## src/hdl/dma_defs.svh

```systemverilog
// DMA request block widths, descriptor table size and slave register offsets
`ifndef DMA_DEFS_SVH
`define DMA_DEFS_SVH

// Slave port and memory port widths
`define DMA_ADDR_WIDTH 32
`define DMA_DATA_WIDTH 32
`define DMA_MEM_ADDR_WIDTH 16
`define DMA_SIZE_WIDTH 16

// Descriptor table, pointer width 7 at most
`define DMA_TABLE_ENTRIES 4
`define DMA_TABLE_PTR_WIDTH 2

// Byte offsets inside one 32-byte entry window
`define DMA_OFS_LADDR 5'h00
`define DMA_OFS_SIZE 5'h04
`define DMA_OFS_RADDR 5'h08
`define DMA_OFS_CTRL 5'h0C
`define DMA_OFS_STATUS 5'h14

`endif

```

## src/hdl/dma_pkg.sv

```systemverilog
// DMA request block shared types for descriptors, field strobes and memory requests
`default_nettype none

`include "dma_defs.svh"

package dma_pkg;

  // One transfer descriptor as held in the table
  typedef struct packed {
    logic [`DMA_MEM_ADDR_WIDTH-1:0] laddr;
    logic [`DMA_SIZE_WIDTH-1:0]     size;
    logic [`DMA_MEM_ADDR_WIDTH-1:0] raddr;
    // 0 copies remote to local, 1 copies local to remote
    logic                           dir;
  } dma_request_t;

  // Which descriptor field a slave write targets
  typedef struct packed {
    logic laddr;
    logic size;
    logic raddr;
    logic ctrl;
  } dma_field_sel_t;

  // Copy engine memory request, always accepted
  typedef struct packed {
    logic                           re;
    logic                           we;
    logic [`DMA_MEM_ADDR_WIDTH-1:0] addr;
    logic [`DMA_DATA_WIDTH-1:0]     wdata;
  } dma_mem_req_t;

endpackage

`default_nettype wire

```

## src/hdl/dma_copy_engine.sv

```systemverilog
// DMA copy engine moving one descriptor as alternating word reads and writes
`timescale 1ns/1ps
`default_nettype none

`include "dma_defs.svh"

module dma_copy_engine (
  input  wire                              clk,
  input  wire                              reset,

  // Table side
  input  wire                              go,
  input  wire [`DMA_TABLE_PTR_WIDTH-1:0]   go_pos,
  input  dma_pkg::dma_request_t            go_req,
  output logic                             idle,
  output logic                             fin,
  output logic [`DMA_TABLE_PTR_WIDTH-1:0]  fin_pos,

  // Memory port
  output dma_pkg::dma_mem_req_t            mem_req,
  input  wire [`DMA_DATA_WIDTH-1:0]        mem_rdata
);

  typedef enum logic [1:0] {
    ST_IDLE,
    ST_READ,
    ST_WRITE
  } state_t;

  state_t                            state;
  logic [`DMA_MEM_ADDR_WIDTH-1:0]    src_ptr;
  logic [`DMA_MEM_ADDR_WIDTH-1:0]    dst_ptr;
  logic [`DMA_SIZE_WIDTH-1:0]        remaining;
  logic [`DMA_TABLE_PTR_WIDTH-1:0]   cur_pos;
  logic                              last;

  //////////////////////////////
  // Control FSM
  //////////////////////////////

  always_ff @(posedge clk) begin
    if (reset) begin
      state <= ST_IDLE;
    end else begin
      case (state)
        // Empty transfer goes straight to write, which skips the store
        ST_IDLE:  if (go) state <= (go_req.size == '0) ? ST_WRITE : ST_READ;
        ST_READ:  state <= ST_WRITE;
        ST_WRITE: state <= last ? ST_IDLE : ST_READ;
        default:  state <= ST_IDLE;
      endcase
    end
  end

  // Pointers and count
  always_ff @(posedge clk) begin
    if (state == ST_IDLE && go) begin
      cur_pos   <= go_pos;
      remaining <= go_req.size;
      // dir 1 is local to remote
      src_ptr   <= go_req.dir ? go_req.laddr : go_req.raddr;
      dst_ptr   <= go_req.dir ? go_req.raddr : go_req.laddr;
    end else if (state == ST_READ) begin
      src_ptr <= src_ptr + 1'b1;
    end else if (state == ST_WRITE && remaining != '0) begin
      dst_ptr   <= dst_ptr + 1'b1;
      remaining <= remaining - 1'b1;
    end
  end

  // Zero or one word left
  assign last = (remaining[`DMA_SIZE_WIDTH-1:1] == '0);

  assign idle    = (state == ST_IDLE);
  assign fin     = (state == ST_WRITE) && last;
  assign fin_pos = cur_pos;

  //////////////////////////////
  // Memory request
  //////////////////////////////

  // Read data lands the cycle after the strobe, written back directly
  always_comb begin
    mem_req = '0;
    if (state == ST_READ) begin
      mem_req.re   = 1'b1;
      mem_req.addr = src_ptr;
    end else if (state == ST_WRITE && remaining != '0) begin
      mem_req.we    = 1'b1;
      mem_req.addr  = dst_ptr;
      mem_req.wdata = mem_rdata;
    end
  end

  a_re_we_excl: assert property (@(posedge clk) !(mem_req.re && mem_req.we));

  // Table starts work only while the engine is free
  a_go_idle: assert property (@(posedge clk) disable iff (reset) go |-> idle);

endmodule

`default_nettype wire

```

## src/hdl/dma_interface_ahb.sv

```systemverilog
// DMA slave port decoder turning AHB-Lite style accesses into table strobes
`timescale 1ns/1ps
`default_nettype none

`include "dma_defs.svh"

module dma_interface_ahb (
  input  wire                              clk,
  input  wire                              reset,

  // Slave port
  input  wire                              hsel,
  input  wire [`DMA_ADDR_WIDTH-1:0]        haddr,
  input  wire [`DMA_DATA_WIDTH-1:0]        hwdata,
  input  wire                              hwrite,
  input  wire                              hmastlock,
  output logic [`DMA_DATA_WIDTH-1:0]       hrdata,
  output logic                             hready,

  // Table side
  output logic                             wr_en,
  output logic [`DMA_TABLE_PTR_WIDTH-1:0]  wr_pos,
  output dma_pkg::dma_field_sel_t          wr_sel,
  output logic [`DMA_DATA_WIDTH-1:0]       wr_data,
  output logic                             start_en,
  output logic [`DMA_TABLE_PTR_WIDTH-1:0]  st_pos,
  output logic                             rd_ack_en,
  input  wire                              st_done
);

  logic       access;
  logic [4:0] ofs;
  logic       field_hit;
  logic       status_hit;

  //////////////////////////////
  // Address decode
  //////////////////////////////

  // Access completes in the cycle it is presented
  assign access = hsel & hmastlock;
  assign hready = access;

  // Offset within the entry window and entry index from bit 5 up
  assign ofs    = haddr[4:0];
  assign wr_pos = haddr[`DMA_TABLE_PTR_WIDTH+4:5];
  assign st_pos = haddr[`DMA_TABLE_PTR_WIDTH+4:5];

  assign wr_sel.laddr = (ofs == `DMA_OFS_LADDR);
  assign wr_sel.size  = (ofs == `DMA_OFS_SIZE);
  assign wr_sel.raddr = (ofs == `DMA_OFS_RADDR);
  assign wr_sel.ctrl  = (ofs == `DMA_OFS_CTRL);

  assign field_hit  = |wr_sel;
  assign status_hit = (ofs == `DMA_OFS_STATUS);

  // Raw word goes to the table and the table picks the field bits
  assign wr_data = hwdata;

  assign wr_en     = access & hwrite & field_hit;
  // Status write starts the entry and a status read may free it
  assign start_en  = access & hwrite & status_hit;
  assign rd_ack_en = access & ~hwrite & status_hit;

  //////////////////////////////
  // Read data
  //////////////////////////////

  always_comb begin
    hrdata = '0;
    if (status_hit) begin
      hrdata[0] = st_done;
    end
  end

  //////////////////////////////
  // Checks
  //////////////////////////////

  // Ready tracks the locked select even in reset
  a_hready_lock: assert property (@(posedge clk) hready == (hsel && hmastlock));

  // Locked accesses carry a known address and direction
  a_access_known: assert property (@(posedge clk) disable iff (reset)
    access |-> !$isunknown({haddr, hwrite}));

endmodule

`default_nettype wire

```

## src/hdl/dma_request_table.sv

```systemverilog
// DMA descriptor table with valid, busy and done flags and a lowest-index arbiter
`timescale 1ns/1ps
`default_nettype none

`include "dma_defs.svh"

module dma_request_table (
  input  wire                              clk,
  input  wire                              reset,

  // Interface side
  input  wire                              wr_en,
  input  wire [`DMA_TABLE_PTR_WIDTH-1:0]   wr_pos,
  input  dma_pkg::dma_field_sel_t          wr_sel,
  input  wire [`DMA_DATA_WIDTH-1:0]        wr_data,
  input  wire                              start_en,
  input  wire [`DMA_TABLE_PTR_WIDTH-1:0]   st_pos,
  input  wire                              rd_ack_en,
  output logic                             st_done,

  // Engine side
  input  wire                              idle,
  output logic                             go,
  output logic [`DMA_TABLE_PTR_WIDTH-1:0]  go_pos,
  output dma_pkg::dma_request_t            go_req,
  input  wire                              fin,
  input  wire [`DMA_TABLE_PTR_WIDTH-1:0]   fin_pos
);

  dma_pkg::dma_request_t                 req [`DMA_TABLE_ENTRIES];
  logic [`DMA_TABLE_ENTRIES-1:0]         valid;
  logic [`DMA_TABLE_ENTRIES-1:0]         busy;
  logic [`DMA_TABLE_ENTRIES-1:0]         done;
  logic [`DMA_TABLE_ENTRIES-1:0]         pending;
  logic                                  pick_hit;
  logic [`DMA_TABLE_PTR_WIDTH-1:0]       pick_pos;

  //////////////////////////////
  // Descriptor storage
  //////////////////////////////

  // Fields of a valid entry are locked until it is freed
  always_ff @(posedge clk) begin
    if (wr_en && !valid[wr_pos]) begin
      if (wr_sel.laddr) begin
        req[wr_pos].laddr <= wr_data[`DMA_MEM_ADDR_WIDTH-1:0];
      end
      if (wr_sel.size) begin
        req[wr_pos].size <= wr_data[`DMA_SIZE_WIDTH-1:0];
      end
      if (wr_sel.raddr) begin
        req[wr_pos].raddr <= wr_data[`DMA_MEM_ADDR_WIDTH-1:0];
      end
      if (wr_sel.ctrl) begin
        req[wr_pos].dir <= wr_data[0];
      end
    end
  end

  //////////////////////////////
  // Entry flags
  //////////////////////////////

  always_ff @(posedge clk) begin
    if (reset) begin
      valid <= '0;
      busy  <= '0;
      done  <= '0;
    end else begin
      // Start, only on a free entry
      if (start_en && !valid[st_pos]) begin
        valid[st_pos] <= 1'b1;
        done[st_pos]  <= 1'b0;
      end
      // Reading a done status frees the entry
      if (rd_ack_en && valid[st_pos] && done[st_pos]) begin
        valid[st_pos] <= 1'b0;
      end
      if (go) begin
        busy[go_pos] <= 1'b1;
      end
      if (fin) begin
        busy[fin_pos] <= 1'b0;
        done[fin_pos] <= 1'b1;
      end
    end
  end

  assign st_done = done[st_pos];

  //////////////////////////////
  // Arbiter
  //////////////////////////////

  assign pending = valid & ~done & ~busy;

  // Walk downward so the lowest pending index wins
  always_comb begin
    pick_hit = 1'b0;
    pick_pos = '0;
    for (int i = `DMA_TABLE_ENTRIES - 1; i >= 0; i--) begin
      if (pending[i]) begin
        pick_hit = 1'b1;
        pick_pos = `DMA_TABLE_PTR_WIDTH'(i);
      end
    end
  end

  assign go     = idle & pick_hit;
  assign go_pos = pick_pos;
  assign go_req = req[pick_pos];

  // Engine only finishes what it was given
  a_fin_busy: assert property (@(posedge clk) disable iff (reset) fin |-> busy[fin_pos]);

  // Never hand out an entry twice
  a_go_free: assert property (@(posedge clk) disable iff (reset) go |-> !busy[go_pos]);

endmodule

`default_nettype wire

```

## src/hdl/dma_top.sv

```systemverilog
// DMA request block top joining slave decoder, descriptor table and copy engine
`timescale 1ns/1ps
`default_nettype none

`include "dma_defs.svh"

module dma_top (
  input  wire                         clk,
  input  wire                         reset,

  // Slave port
  input  wire                         hsel,
  input  wire [`DMA_ADDR_WIDTH-1:0]   haddr,
  input  wire [`DMA_DATA_WIDTH-1:0]   hwdata,
  input  wire                         hwrite,
  input  wire                         hmastlock,
  output logic [`DMA_DATA_WIDTH-1:0]  hrdata,
  output logic                        hready,

  // Memory port
  output dma_pkg::dma_mem_req_t       mem_req,
  input  wire [`DMA_DATA_WIDTH-1:0]   mem_rdata
);

  // Interface to table
  logic                              wr_en;
  logic [`DMA_TABLE_PTR_WIDTH-1:0]   wr_pos;
  dma_pkg::dma_field_sel_t           wr_sel;
  logic [`DMA_DATA_WIDTH-1:0]        wr_data;
  logic                              start_en;
  logic [`DMA_TABLE_PTR_WIDTH-1:0]   st_pos;
  logic                              rd_ack_en;
  logic                              st_done;

  // Table to engine
  logic                              idle;
  logic                              go;
  logic [`DMA_TABLE_PTR_WIDTH-1:0]   go_pos;
  dma_pkg::dma_request_t             go_req;
  logic                              fin;
  logic [`DMA_TABLE_PTR_WIDTH-1:0]   fin_pos;

  dma_interface_ahb u_if (
    .clk, .reset, .hsel, .haddr, .hwdata, .hwrite, .hmastlock, .hrdata, .hready,
    .wr_en, .wr_pos, .wr_sel, .wr_data, .start_en, .st_pos, .rd_ack_en, .st_done
  );

  dma_request_table u_table (
    .clk, .reset, .wr_en, .wr_pos, .wr_sel, .wr_data, .start_en, .st_pos,
    .rd_ack_en, .st_done, .idle, .go, .go_pos, .go_req, .fin, .fin_pos
  );

  dma_copy_engine u_engine (
    .clk, .reset, .go, .go_pos, .go_req, .idle, .fin, .fin_pos, .mem_req, .mem_rdata
  );

endmodule

`default_nettype wire

```

## config.mk

```make
export PLATFORM = sky130hd
export DESIGN_NAME = dma_top
export DESIGN_NICKNAME = d
export VERILOG_FILES = /design/src/hdl/dma_pkg.sv /design/src/hdl/dma_copy_engine.sv /design/src/hdl/dma_interface_ahb.sv /design/src/hdl/dma_request_table.sv /design/src/hdl/dma_top.sv
export VERILOG_INCLUDE_DIRS = /design/src /design/src/hdl
export SDC_FILE = /design/constraint.sdc
export NUM_CORES = 1
export LEC_CHECK = 0
export BUFFER_PORTS_ARGS = -buffer_cell sky130_fd_sc_hd__buf_4
export CAP_MARGIN = 10
export CORE_MARGIN = 2
export CORE_UTILIZATION = 40
export DETAILED_ROUTE_END_ITERATION = 8
export HOLD_SLACK_MARGIN = 0.03
export MAX_ROUTING_LAYER = met4
export PLACE_DENSITY = 0.56
export SLEW_MARGIN = 20
export SYNTH_ARGS = -nofsm -noshare
export SYNTH_HDL_FRONTEND = slang
export SYNTH_SLANG_ARGS = --single-unit
```

## constraint.sdc

```tcl
create_clock -name clk -period 4.5 [get_ports clk]
set_clock_uncertainty 0.2 [all_clocks]
set_input_delay 0.9 -clock clk [delete_from_list [all_inputs] [get_ports clk]]
set_output_delay 0.9 -clock clk [all_outputs]
set_load 0.03 [all_outputs]
```

==> impl_metrics.csv <==
group,metric,value,unit
setup_path,cp-start-kind,"register",
clocking,ctsHtreeMaxLevel,1,
global_routing,grt_antenna_before_repair,0,
setup_path,reg2reg_depth,7,
place,hpwlAfterDp,19620,um
die,die_x,175.6,um
logic_synthesis,netlist_top_cells_area,"edfxtp_1, mux2i_1, nand2_1, dfxtp_1, a222oi_1",
clocking,cts_root_buffer,"clkbuf_16",
logic_synthesis,synth-main-ff-cell,"edfxtp_1",
setup_path,worstPathRequired,3.40,ns
timing,max_freq,0.2513,GHz
timing,slew_violations,0,
status,status,"complete, no violations",
place,routabilityCongestion,0.7670,
timing,hold_violations,0,
die,core_area,28860,um^2
drt,vias_per_cell,5.420,
clocking,clkLatencyLatePin,0.55,ns
worst_hold_path,hp-class,"register to register",
logic_synthesis,yosys.area.top_type,"edfxtp_1",
clocking,clk_pin_slew_worst_paths,0.06,ns
power_and_ir_drop,ir_drop,0.2219,mV
flow_run,cap_violations,0,
final_layout,finalNonFillerCells,1419,
die,start_util,40.80,%
setup_path,crit_fanout,50,
logic_synthesis,ys_warn_count,0,
final_layout,nets,1119,
drt,drt_iter0_markers,903,
die,num_io_pins,184,
logic_synthesis,synthArstFlopShare,0,%
global_routing,track_usage,19.74,%
clocking,cts_setup_buffers,0,
timing,grt_setup_unrepaired,"false",
global_routing,grt_max_degree,51,
drt,wirelength,29660,um
timing,setup-violations-final,0,
clocking,cts_resized,0,
final_layout,diodes,0,
drt,final_antenna_net_count,0,
place,post-place-cells,1370,
die,die_h,175.6,um
timing,setup-tns-final,0,ns
global_routing,grt_pass1_vias,7239,
logic_synthesis,synth_top_area_share,62.75,%
logic_synthesis,netlist_instances,891,
final_layout,drive_gt1_share,20.29,%
power_and_ir_drop,p_leak,4.976,nW
power_and_ir_drop,p_per_area,365.3,nW/um^2
logic_synthesis,synth-seq-cells,260,
final_layout,final_core_util,48.36,%
global_routing,grt-ovfl-total,0,
logic_synthesis,ys_seq_area_share,65.13,%
drt,wl_per_cell,20.90,um
place,port_buffers,111,
clocking,clock_path_buffers,3,
logic_synthesis,synth.distinct_cells,64,
die,die_area,30820,um^2
final_layout,final_area,13950,um^2
worst_hold_path,hold_depth,2,
setup_path,cp.arrival,2.88,ns
drt,drc,0,
drt,drt-pass1-iter-count,6,
clocking,cts.sinks,260,
clocking,cts_tree,"built",
setup_path,endpoint_kind,"output port",
timing,max-slew-margin-rel,30.93,%
place,place_area,13040,um^2
clocking,cts_buffers,27,
timing,finalCriticalPeriod,3.980,ns
logic_synthesis,synth_edf_count,246,
logic_synthesis,syn_area_per_cell,13.21,um^2
clocking,cts_hold_buf,0,
timing,worstMarginPinSlew,1.034,ns
drt,vias,7691,
timing,post-route-period-util,88.44,%
setup_path,critPathKind,"register to output port",
logic_synthesis,syn_area,11770,um^2
die,fp-row-count,62,
final_layout,syn2layout_area_growth,18.54,%
global_routing,grt_pass1_wl,44980,um
==> flip-flops by register name, summed over array words and instances (netlist names) <==
| signal | count |
|---|---|
| u_engine.dst_ptr | 16 |
| u_engine.fin_pos | 2 |
| u_engine.remaining | 16 |
| u_engine.src_ptr | 16 |
| u_engine.state | 2 |
| u_table.busy | 4 |
| u_table.done | 4 |
| u_table.req | 196 |
| u_table.valid | 4 |
==> stage by stage <==
step	total power, mW	hold WS, ns	setup WS, ns
final	5.098	0.3065	0.5203
after detailed placement	2.835	0.3009	0.9007
after CTS	5.141	0.3071	0.4728
after global routing	5.252	0.3548	0.3666
after floorplan	2.774	0.2552	0.6021
after global placement	2.833	0.2935	0.9421
==> power by group <==
part / switching [mW] / internal [mW] / total [mW]
logic: 0.0951 / 0.0448 / 0.140
clock network: 0.925 / 1.39 / 2.32
registers: 0.00230 / 2.64 / 2.64
==> logic make-up after synthesis <==
logic type | after synthesis | synth area share [%]
compound gates | 165 | 10.12
xor+xnor | 40 | 2.976
fa+ha+maj | 3 | 0.3189
buf+inv | 92 | 4.421
flops | 260 | 65.13
mux | 55 | 5.133
other cells | 1 | 0.03185
simple gates | 275 | 11.87
==> layer usage <==
metal	track usage [%]	part of all wire (%)	vias to the layer above
li1	-	-	3612
met1	28.94	47	3742
met2	29.77	45	302
met3	2.706	7.1	35
met4	3.616	1.2	0
met5	-	0	-
==> worst max-delay path, stage by stage, from the launching register on <==
cell	delay, ns
edfxtp_1	0.46
or4_1	0.60
nor3_1	0.41
a21oi_4	0.35
a22o_1	0.32
buf_4	0.18
==> synthesized netlist by cell type, drive strengths merged, types with 21 or more instances <==
library cell,instances
a21oi,33
a222oi,27
and2,34
buf,49
clkbuf,30
edfxtp,246
mux2i,33
nand2,79
nand3,21
nor2,60
o21ai,34
xnor2,23
==> cell usage in the layout (no fill, tap or decap), types with 21 or more instances in the layout <==
cell type    n
conb_1      31
mux2i_1     33
nand2_1     79
xnor2_1     23
a21oi_1     32
buf_4      142
clkbuf_16   27
edfxtp_1   246
nand3_1     21
a222oi_1    27
and2_1      34
nor2_1      59
==> path summary, 6_finish.rpt <==
kind              slack (ns)                end                    from
hold / removal          0.31   u_table.valid[2]        u_table.valid[2]
setup reg to reg        0.80  u_engine.state[0]        u_table.valid[1]
hold reg to reg         0.31   u_table.valid[2]        u_table.valid[2]
setup / recovery        0.52        mem_req[34]  u_engine.remaining[10]
==> cell type report <==
class / instances / area [um^2]
Inverter: 13 / 48.80
Multi-Input combinational cell: 569 / 3739
Clock inverter: 16 / 215.2
Tap cell: 384 / 480.5
Clock buffer: 33 / 698.2
Fill cell: 2549 / 14900
Sequential cell: 260 / 7667
Timing Repair Buffer: 144 / 1106
Note: power is estimated with default switching activity, not from simulation.
